`config.mk`:
```
export PLATFORM = sky130hd
export DESIGN_NAME = smem_perf
export DESIGN_NICKNAME = d
export VERILOG_FILES = /design/src/smem_pkg.sv /design/src/smem_perf.sv
export SDC_FILE = /design/constraint.sdc
export NUM_CORES = 1
export LEC_CHECK = 0
export BUFFER_PORTS_ARGS = -buffer_cell sky130_fd_sc_hd__buf_2
export CORE_MARGIN = 10
export CORE_UTILIZATION = 43
export DETAILED_ROUTE_END_ITERATION = 16
export PLACE_DENSITY = 0.95
export SLEW_MARGIN = 20
export SYNTH_ARGS = -nofsm -noshare
export SYNTH_HDL_FRONTEND = slang
export SYNTH_SLANG_ARGS = --single-unit
```
`constraint.sdc`:
```
create_clock -name clk -period 6.7 [get_ports clk]
set_clock_uncertainty 0.2 [all_clocks]
set_input_delay 0.67 -clock clk [delete_from_list [all_inputs] [get_ports clk]]
set_output_delay 0.67 -clock clk [all_outputs]
set_load 0.02 [all_outputs]
```
`src/smem_pkg.sv`:
```
// Sizes are fixed: 1024 words of 4 bytes, 8-bit tags, 16-bit wrapping counters
`default_nettype none

package smem_pkg;

    localparam int WORD_BYTES = 4;
    localparam int WORD_WIDTH = WORD_BYTES * 8;
    localparam int TAG_WIDTH  = 8;

    // Word address, 1024 words in total
    localparam int ADDR_WIDTH = 10;
    localparam int CTR_WIDTH  = 16;

    typedef enum logic [0:0] {
        SMEM_READ  = 1'b0,
        SMEM_WRITE = 1'b1
    } smem_op_e;

    // 55 bits
    typedef struct packed {
        smem_op_e                op;
        logic [ADDR_WIDTH-1:0]   addr;
        logic [WORD_BYTES-1:0]   byteen;
        logic [WORD_WIDTH-1:0]   data;
        logic [TAG_WIDTH-1:0]    tag;
    } smem_req_t;

    // 40 bits
    typedef struct packed {
        logic [WORD_WIDTH-1:0]   data;
        logic [TAG_WIDTH-1:0]    tag;
    } smem_rsp_t;

    // 48 bits
    typedef struct packed {
        logic [CTR_WIDTH-1:0]    reads;
        logic [CTR_WIDTH-1:0]    writes;
        logic [CTR_WIDTH-1:0]    rsp_stalls;
    } smem_perf_t;

endpackage

`default_nettype wire

```
`src/smem_perf.sv`:
```
// Counters are 16 bits wide and wrap silently
`timescale 1ns/1ps
`default_nettype none

module smem_perf #(
    parameter int NUM_REQS = 2
) (
    input  wire logic                               clk,
    input  wire logic                               reset,

    input  wire logic [NUM_REQS-1:0]                req_valid,
    input  wire logic [NUM_REQS-1:0]                req_ready,
    input  wire smem_pkg::smem_req_t [NUM_REQS-1:0] req,
    input  wire logic [NUM_REQS-1:0]                rsp_valid,
    input  wire logic [NUM_REQS-1:0]                rsp_ready,

    output smem_pkg::smem_perf_t                    perf
);

    localparam int CW = smem_pkg::CTR_WIDTH;

    logic [CW-1:0] n_reads;
    logic [CW-1:0] n_writes;
    logic [CW-1:0] n_stalls;

    // Population counts of this cycle's events
    always_comb begin
        n_reads  = '0;
        n_writes = '0;
        n_stalls = '0;
        for (int i = 0; i < NUM_REQS; i++) begin
            if (req_valid[i] && req_ready[i]) begin
                if (req[i].op == smem_pkg::SMEM_READ) begin
                    n_reads = n_reads + 1'b1;
                end else begin
                    n_writes = n_writes + 1'b1;
                end
            end
            n_stalls = n_stalls + CW'(rsp_valid[i] && !rsp_ready[i]);
        end
    end

    always_ff @(posedge clk) begin
        if (reset) begin
            perf <= '0;
        end else begin
            perf.reads      <= perf.reads + n_reads;
            perf.writes     <= perf.writes + n_writes;
            perf.rsp_stalls <= perf.rsp_stalls + n_stalls;
        end
    end

endmodule

`default_nettype wire

```
==> summary.txt, run 1 <==
Logic synthesis
  • Sequential area share after synthesis: 42.2%
  • Synth cell types: 33
  • Synth Flop Type: dfxtp_1
  • Synth warnings: 0
  • Area leader, netlist: dfxtp_1
  • Count of state elements after synthesis: 48
  • Syn Inst Count: 254
  • Number of synthesized flops with an enable pin: 0
  • Share of the synthesized area in the top cell type: 42.2%
  • Syn_area_per_cell: 8.98 µm²
  • Top cells by area, synth: dfxtp_1, xnor2_1, nor2_1
  • Most frequent cell after synthesis: dfxtp_1
  • Syn nets: 384
  • Ys async rst share: 0%
  • Synth top cells by count: dfxtp_1, nor2_1, xnor2_1, nand2_1, nor2b_1
  • Post-Syn Area: 2280 µm²

Die
  • # rows: 26
  • Initial Util: 44.4%
  • Die height: 92.8 µm
  • Die area: 8610 µm²
  • Core area: 5140 µm²
  • Die Width: 92.8 µm
  • Io pins: 168

STA
  • Max-slew headroom: 58.7%
  • Fin. max-slew vios: 0
  • Final hold viol count: 0
  • RSZ-0062 raised after global routing: false
  • Fmax: 329 MHz
  • Final Setup Violations: 0
  • Setup TNS Final: 0 ps
  • Tmin final: 3040 ps
  • Worst Tran Pin Value: 620 ps
  • Final worst path period share: 45.4%

Detailed routing
  • DRT met1 WL: 2.23 mm
  • Vias post-DR: 1941
  • WL met2: 2.68 mm
  • Final WL: 5.30 mm
  • Number of DRC markers in iteration 0: 46
  • Residual DRC: 0
  • Avg WL per Cell: 13.7 µm
  • DRT Pass-1 Iters: 4
  • Metal3 WL: 331 µm
  • Routed Antenna Nets: 0
  • Vias per cell: 5.03
  • Top sig layer: met4

Placement
  • DP HPWL: 4.06 mm
  • Placed Cells: 378
  • GP Congestion: 0.764
  • IO Port Bufs: 59

Cells and area
  • Top flop regs: perf: 48 flops
  • Max reg flops: 48
  • Non-Filler Instances: 386
  • Layout cells sized above 1: 25.0%
  • # nets final: 445
  • Biggest register: perf
  • Area Overhead vs Synth: 21.0%
  • Post-layout util: 53.7%
  • Antenna fix cells: 0
  • Fill cells: 491

Clocking
  • CTS tree: built
  • H-tree Lvls: 2
  • Hold-fix buffers at CTS: 0
  • Worst-skew pair later-pin latency: 300 ps
  • Total CTS buffers: 5
  • Clk pin slew, worst setup/hold paths: 90 ps
  • Clk buf depth: 2
  • Post-CTS Setup Bufs: 0
  • Clock Sinks: 48
  • Post-cts resize count: 0
  • Clk root buf: clkbuf_8

Worst setup path
  • Nature of the critical path startpoint: input pin
  • Worst endpoint data arrival time: 3070 ps
  • Setup Crit Path Kind: in2reg
  • Worst endpoint required time: 6730 ps
  • Critical-path maximum fanout: 4
  • Crit. End Element: flip-flop
  • Reg2reg path depth: 7

Global route
  • Number of global-route vias before repair: 1945
  • Initial antenna violation count: 0
  • Largest net degree at the start of global routing: 54
  • Overall Global Routing Usage: 12.3%
  • First-pass GRT wire length: 8.91 mm
  • Grt ovf: 0

Hold path
  • Hold depth: 2
  • HP Class: reg2reg

Outcome
  • Status: finished, final reports clean

Pwr
  • Peak VDD IR: 0.105 mV
  • Pwr/cell area: 193 nW/µm²
  • Leakage power: 1.14 nW
  • Total power: 0.000533 W

Run
  • Maxcap violations: 0
-- worst paths after layout --
kind             from  endpoint  slack, ps
max           req[54]  perf[30]       3660
min          perf[30]  perf[30]        320
max reg2reg  perf[16]  perf[30]       4400
min reg2reg  perf[30]  perf[30]        320
-- cells in the final DEF, fill, tap and decap left out, types with 2 or more instances in the layout --
master,n
buf_2,59
dfxtp_1,48
nor2_1,47
xnor2_1,27
nand2_1,16
nor2b_1,12
nand3_1,11
inv_1,11
nor3_1,8
a21oi_1,7
nor4_1,7
ha_1,7
xor2_1,6
nand4_1,6
clkbuf_8,5
mux2_2,4
o21ai_0,4
or3_1,4
fa_1,3
nand3b_1,2
nor4b_1,2
nor3b_1,2
nor3_2,2
mux2_1,2
-- layer usage --
metal | up-vias | track usage (%)
met5 | - | 0
met2 | 43 | 21.6
met4 | 0 | 3.98
li1 | 968 | -
met3 | 9 | 4.60
met1 | 921 | 13.4
-- power by group --
| part | switching, W | internal (W) | leakage (nW) |
|---|---|---|---|
| combinational | 0.0000191 | 0.0000124 | 0.698 |
| sequential | 0.00000312 | 0.000289 | 0.387 |
| clock | 0.0000984 | 0.000111 | 0.0541 |
-- per-stage QoR --
step / hold slack, ps / setup slack [ps] / cell area [µm²]
2_1_floorplan: 370 / 3700 / 2280
3_3_place_gp: 283 / 3460 / 2650
3_5_place_dp: 314 / 3340 / 2650
4_1_cts: 325 / 3650 / 2760
5_1_grt: 365 / 3540 / 2760
6_report: 323 / 3660 / 2760
-- area by class of cell --
| cell class | count | area (µm²) | share of cell area [%] |
|---|---|---|---|
| well taps | 70 | 87.6 | 3.17 |
| flip-flops and latches | 48 | 961 | 34.8 |
| inverters | 11 | 41.3 | 1.50 |
| repair buffers | 60 | 303 | 11.0 |
| clock inverters | 3 | 42.5 | 1.54 |
| multi-input cells | 189 | 1250 | 45.5 |
| clock buffers | 5 | 68.8 | 2.49 |
-- worst max-delay path: stages --
cell and delay [ps]:
buf_2 100, and3_1 190, ha_1 270, mux2_2 140, ha_1 170, inv_1 60, fa_1 440, nand3b_1 280
or2_0 250, or3_1 340, a21oi_1 140
-- logic make-up after synthesis --
family	Yosys count	synth area share [%]
compound gates	12	2.80
flops	48	42.2
fa+ha+maj	10	6.48
simple gates	128	30.1
buf+inv	17	2.80
mux	6	2.96
xor+xnor	33	12.7
Note: power is estimated with default switching activity, not from simulation.
==> run 2, diff against run 1 <==
--- a/config.mk
+++ b/config.mk
@@ -7,9 +7,9 @@
 export LEC_CHECK = 0
 export BUFFER_PORTS_ARGS = -buffer_cell sky130_fd_sc_hd__buf_2
 export CORE_MARGIN = 10
-export CORE_UTILIZATION = 43
+export CORE_UTILIZATION = 36
 export DETAILED_ROUTE_END_ITERATION = 16
-export PLACE_DENSITY = 0.95
+export PLACE_DENSITY = 0.86
 export SLEW_MARGIN = 20
 export SYNTH_ARGS = -nofsm -noshare
 export SYNTH_HDL_FRONTEND = slang
==> constraint.sdc (replaced) <==
create_clock -name clk -period 2.46 [get_ports clk]
set_clock_uncertainty 0.2 [all_clocks]
set_input_delay 0.246 -clock clk [delete_from_list [all_inputs] [get_ports clk]]
set_output_delay 0.246 -clock clk [all_outputs]
set_load 0.02 [all_outputs]
==> summary.txt, run 2 (same netlist as run 1, synthesis figures left out) <==
STA
  • Final Setup Violations: 0 (unchanged)
  • Fmax: 425 MHz
  • Final worst path period share: 95.8%
  • Tmin final: 2360 ps
  • Fin. max-slew vios: 0 (unchanged)
  • Max-slew headroom: 68.2% (+9.5 points)
  • RSZ-0062 raised after global routing: false
  • Worst Tran Pin Value: 476 ps (-143 ps)
  • Final hold viol count: 0 (unchanged)

Worst setup path
  • Nature of the critical path startpoint: input pin
  • Slowest stage delay, CP: 370 ps (-70 ps)
  • Critical-path maximum fanout: 3 (-1)
  • Setup Crit Path Kind: in2reg
  • Worst endpoint required time: 2490 ps (-4240 ps)
  • Crit. End Element: flip-flop
  • Setup slack, reg-to-reg: 330 ps (-4070 ps)
  • CP max stage cell: fa_2
  • Worst endpoint data arrival time: 2380 ps (-690 ps)
  • CP Cell Sequence: buf_2 -> and3_4 -> ha_4 -> mux2_4 -> ha_4 -> inv_2 -> fa_2 -> nand3b_1 -> or2_0 -> or3_1 -> a21oi_1
  • Most frequent CP cell: ha_4

Global route
  • Overall Global Routing Usage: 10.3% (-2.0 points)
  • Grt ovf: 0 (unchanged)
  • Initial antenna violation count: 0 (unchanged)
  • GR Util met1: 12.2% (-1.2 points)
  • Met3 usage: 3.67% (-0.93 points)
  • Largest net degree at the start of global routing: 29 (-46%)
  • Busiest grt layer: met2
  • Routing usage on met2: 17.3% (-4.3 points)
  • Number of global-route vias before repair: 1888 (-2.9%)
  • First-pass GRT wire length: 8.80 mm (-1.2%)

Cells and area
  • Max reg flops: 48 (unchanged)
  • Final instance area: 2850 µm² (+3.2%)
  • Antenna fix cells: 0 (unchanged)
  • Biggest register: perf
  • Top flop regs: perf: 48 flops
  • Highest-count cells in the layout ignoring fill and taps: buf_2, dfxtp_1, nor2_1
  • Most common cell after layout, fill and taps aside: buf_2
  • Layout cells sized above 1: 28.2% (+3.2 points)
  • Area Overhead vs Synth: 24.9%
  • Fill cells: 576 (+17%)
  • # nets final: 453 (+1.8%)

Detailed routing
  • Vias post-DR: 1937 (-0.21%)
  • Vias per cell: 4.87 (-3.2%)
  • Routed Antenna Nets: 0 (unchanged)
  • Number of DRC markers in iteration 0: 61 (+33%)
  • DRT Pass-1 Iters: 4 (unchanged)
  • Final WL: 5.14 mm (-3.0%)
  • Avg WL per Cell: 12.9 µm (-5.9%)
  • Residual DRC: 0 (unchanged)

Die
  • Die Width: 99.6 µm (+7.3%)
  • Core area: 6030 µm² (+17%)
  • Die area: 9920 µm² (+15%)
  • Die height: 99.6 µm (+7.3%)
  • Io pins: 168 (unchanged)
  • Initial Util: 37.8% (-6.5 points)
  • # rows: 28 (+7.7%)

Run
  • Maxcap violations: 0 (unchanged)

Clocking
  • Clk pin slew, worst setup/hold paths: 80 ps (about the same)
  • Clock Sinks: 48 (unchanged)
  • Total CTS buffers: 5 (unchanged)
  • Clk root buf: clkbuf_8
  • Hold-fix buffers at CTS: 0 (unchanged)
  • CTS tree: built
  • Clk buf depth: 2 (unchanged)
  • Post-cts resize count: 0 (unchanged)
  • H-tree Lvls: 2 (unchanged)
  • Worst-skew pair later-pin latency: 290 ps (about the same)
  • Post-CTS Setup Bufs: 0 (unchanged)

Pwr
  • Leakage power: 1.17 nW (+2.4%)
  • Pwr/cell area: 465 nW/µm² (+140%)
  • Total power: 0.00132 W (+150%)
  • Peak VDD IR: 0.206 mV (+96%)

Placement
  • DP Area: 2760 µm² (+4.3%)
  • IO Port Bufs: 59 (unchanged)
  • GP Congestion: 0.784 (+2.6%)
  • DP HPWL: 4.04 mm (-0.31%)

Outcome
  • Status: finished, final reports clean

Hold path
  • HP Class: in2reg
[run 2: through the flow]
stage          TNS [ps]  setup WS [ps]  instances  utilization, %  hold slack (ps)
2_1_floorplan     -12.7          -12.7        254               -              374
3_3_place_gp       -580           -151        391            45.8              293
3_5_place_dp       -908           -178        391            45.8              305
4_1_cts               0            124        398            47.1              194
5_1_grt               0           2.78        398            47.2              209
6_report              0            104        398            47.2              194
[run 2: layer usage]
| layer | wire (µm) | share of wire, % |
|---|---|---|
| met1 | 2290 | 45 |
| met3 | 309 | 6.0 |
| met5 | 0 | 0 |
| met2 | 2510 | 49 |
| met4 | 20 | 0.39 |
[run 2: worst max-delay path, delay by kind of cell]
kind / cells / cell delay [ps]
AND/OR/NAND/NOR: 4 / 980
AO/OA/AOI/OAI: 1 / 120
adder cells (fa/ha/maj): 3 / 750
multiplexers: 1 / 140
buffers and inverters: 2 / 140
[run 2: power by group]
group	internal, W	switching (W)
Clock	0.000194	0.000243
Combinational	0.0000393	0.0000518
Sequential	0.000787	0.0000102
[run 2: worst paths after layout]
check / depth (start not counted) / end / start
max: 11 / perf[30] / req[54]
min: 2 / perf[13] / reset
max reg2reg: 7 / perf[30] / perf[16]
min reg2reg: 2 / perf[30] / perf[30]
[run 2: cell type report]
type	count	area [µm²]	area share (%)
Multi-Input combinational cell	189	1300	45.6
Inverter	11	41.3	1.45
Clock inverter	1	5.00	0.176
Tap cell	75	93.8	3.30
Clock buffer	6	72.6	2.55
Timing Repair Buffer	68	375	13.2
Sequential cell	48	961	33.8
==> run 3, diff against run 2 <==
--- a/config.mk
+++ b/config.mk
@@ -7,9 +7,10 @@
 export LEC_CHECK = 0
 export BUFFER_PORTS_ARGS = -buffer_cell sky130_fd_sc_hd__buf_2
 export CORE_MARGIN = 10
-export CORE_UTILIZATION = 36
+export CORE_UTILIZATION = 38
+export CTS_BUF_LIST = sky130_fd_sc_hd__clkbuf_4 sky130_fd_sc_hd__clkbuf_8
 export DETAILED_ROUTE_END_ITERATION = 16
-export PLACE_DENSITY = 0.86
+export PLACE_DENSITY = 0.89
 export SLEW_MARGIN = 20
 export SYNTH_ARGS = -nofsm -noshare
 export SYNTH_HDL_FRONTEND = slang
==> summary.txt, run 3 (same netlist as run 1, synthesis figures left out) <==
Worst setup path
  • Crit. End Element: flip-flop
  • Worst endpoint data arrival time: 2420 ps (+40 ps)
  • Critical-path maximum fanout: 4 (+1)
  • Worst endpoint required time: 2490 ps (about the same)
  • Setup Crit Path Kind: in2reg
  • Nature of the critical path startpoint: input pin

STA
  • Final Setup Violations: 0 (unchanged)
  • Worst Tran Pin Value: 478 ps (+1.99 ps)
  • Final worst path period share: 97.1% (+1.3 points)
  • Fin. max-slew vios: 0 (unchanged)
  • Fmax: 419 MHz (-1.4%)
  • Max-slew headroom: 68.1% (-0.13 points)
  • Tmin final: 2390 ps (+32.6 ps)
  • Final hold viol count: 0 (unchanged)
  • RSZ-0062 raised after global routing: false

Clocking
  • CTS tree: built
  • Clk pin slew, worst setup/hold paths: 80 ps (about the same)
  • Post-CTS Setup Bufs: 0 (unchanged)
  • Clk buf depth: 2 (unchanged)
  • Clock Sinks: 48 (unchanged)
  • Clk root buf: clkbuf_8
  • Total CTS buffers: 5 (unchanged)
  • Worst-skew pair later-pin latency: 290 ps (about the same)
  • H-tree Lvls: 2 (unchanged)

Pwr
  • Total power: 0.00138 W (+4.2%)
  • Peak VDD IR: 0.282 mV (+37%)
  • Leakage power: 1.17 nW (+0.44%)
  • Pwr/cell area: 484 nW/µm² (+4.0%)

Global route
  • Initial antenna violation count: 0 (unchanged)
  • Largest net degree at the start of global routing: 28 (-3.4%)
  • Overall Global Routing Usage: 10.5% (+0.19 points)
  • First-pass GRT wire length: 8.65 mm (-1.7%)
  • Number of global-route vias before repair: 1922 (+1.8%)
  • Grt ovf: 0 (unchanged)

Cells and area
  • Most common cell after layout, fill and taps aside: buf_2
  • Non-Filler Instances: 398 (unchanged)
  • Biggest register: perf
  • # nets final: 453 (unchanged)
  • Top flop regs: perf: 48 flops
  • Max reg flops: 48 (unchanged)
  • Highest-count cells in the layout ignoring fill and taps: buf_2, dfxtp_1, nor2_1
  • Area Overhead vs Synth: 25.0%
  • Antenna fix cells: 0 (unchanged)
  • Layout cells sized above 1: 28.5% (+0.31 points)

Hold path
  • HP Class: in2reg

Outcome
  • Status: finished, final reports clean

Detailed routing
  • DRT Pass-1 Iters: 4 (unchanged)
  • Vias per cell: 4.87 (+0.15%)
  • Number of DRC markers in iteration 0: 75 (+23%)
  • Final WL: 5.19 mm (+0.95%)
  • Routed Antenna Nets: 0 (unchanged)
  • Avg WL per Cell: 13.0 µm (+0.95%)
  • Vias post-DR: 1940 (+0.15%)
  • Residual DRC: 0 (unchanged)

Die
  • Io pins: 168 (unchanged)
  • Initial Util: 38.7% (+0.90 points)
  • Die height: 97.5 µm (-2.1%)
  • Die Width: 97.5 µm (-2.1%)
  • Die area: 9500 µm² (-4.2%)
  • # rows: 28 (unchanged)
  • Core area: 5890 µm² (-2.3%)

Placement
  • Placed Cells: 391 (unchanged)
  • IO Port Bufs: 59 (unchanged)
  • GP Congestion: 0.797 (+1.6%)
  • DP HPWL: 4.07 mm (+0.64%)

Run
  • Maxcap violations: 0 (unchanged)
-- run 3: cell types whose count changed in the layout (fill, tap and decap cells not counted) --
cell,delta
buf_12,-1
or2_0,-1
buf_4,+1
or2_1,+1
nor4_2,-1
a21oi_1,-1
clkinv_2,-1
nor4_1,+1
a21oi_2,+1
clkbuf_1,-1
clkbuf_8,+2
-- run 3: worst max-delay path, cell delays in order --
cell      delay (ps)
buf_2            100
and3_4           190
ha_4             250
mux2_4           140
ha_4             120
inv_2             40
fa_2             370
nand3b_1         230
or2_1            270
or3_1            330
a21oi_2          130
-- run 3: what timing repair did --
| item | in CTS | in global routing |
|---|---|---|
| endpoints found under the setup margin | 0 | 1 |
| hold buffers | 0 | 0 |
| resized for setup | 0 | 2 |
-- run 3: worst paths after layout --
check | startpoint | end | slack [ps] | cells after the start
hold reg to reg | perf[21] | perf[21] | 340 | 2
setup / recovery | req[54] | perf[30] | 70 | 11
setup reg to reg | perf[16] | perf[30] | 300 | 7
hold / removal | reset | perf[6] | 190 | 2
-- run 3: per-layer routing --
| metal | up-vias | share of wire, % | wire (µm) | track usage, % |
|---|---|---|---|---|
| met5 | - | 0 | 0 | 0 |
| met4 | 0 | 1.5 | 79 | 4.03 |
| met3 | 9 | 6.3 | 327 | 3.91 |
| met2 | 49 | 49 | 2540 | 17.8 |
| met1 | 894 | 43 | 2240 | 11.6 |
| li1 | 988 | - | - | - |
-- run 3: report_power, final --
part | internal [W] | leakage, nW | switching (W)
clock network | 0.000251 | 0.0503 | 0.000241
registers | 0.000787 | 0.387 | 0.00000962
logic | 0.0000386 | 0.734 | 0.0000527
total | 0.00108 | 1.17 | 0.000304
-- run 3: final cells by class --
class	instances	area [µm²]
fillers	592	3040
flip-flops and latches	48	961
well taps	75	93.8
multi-input cells	189	1290
inverters	11	41.3
clock buffers	7	96.3
repair buffers	68	363
-- run 3: stage by stage --
step | hold slack (ps) | setup TNS (ps) | setup WS [ps] | util, % | cell area (µm²)
after floorplan | 374 | -12.7 | -12.7 | - | 2320
after global placement | 292 | -531 | -177 | 46.7 | 2750
after detailed placement | 326 | -840 | -244 | 46.7 | 2750
after CTS | 187 | 0 | 50.7 | 48.4 | 2850
after global routing | 206 | 0 | 0.751 | 48.4 | 2850
final | 192 | 0 | 71.9 | 48.4 | 2850
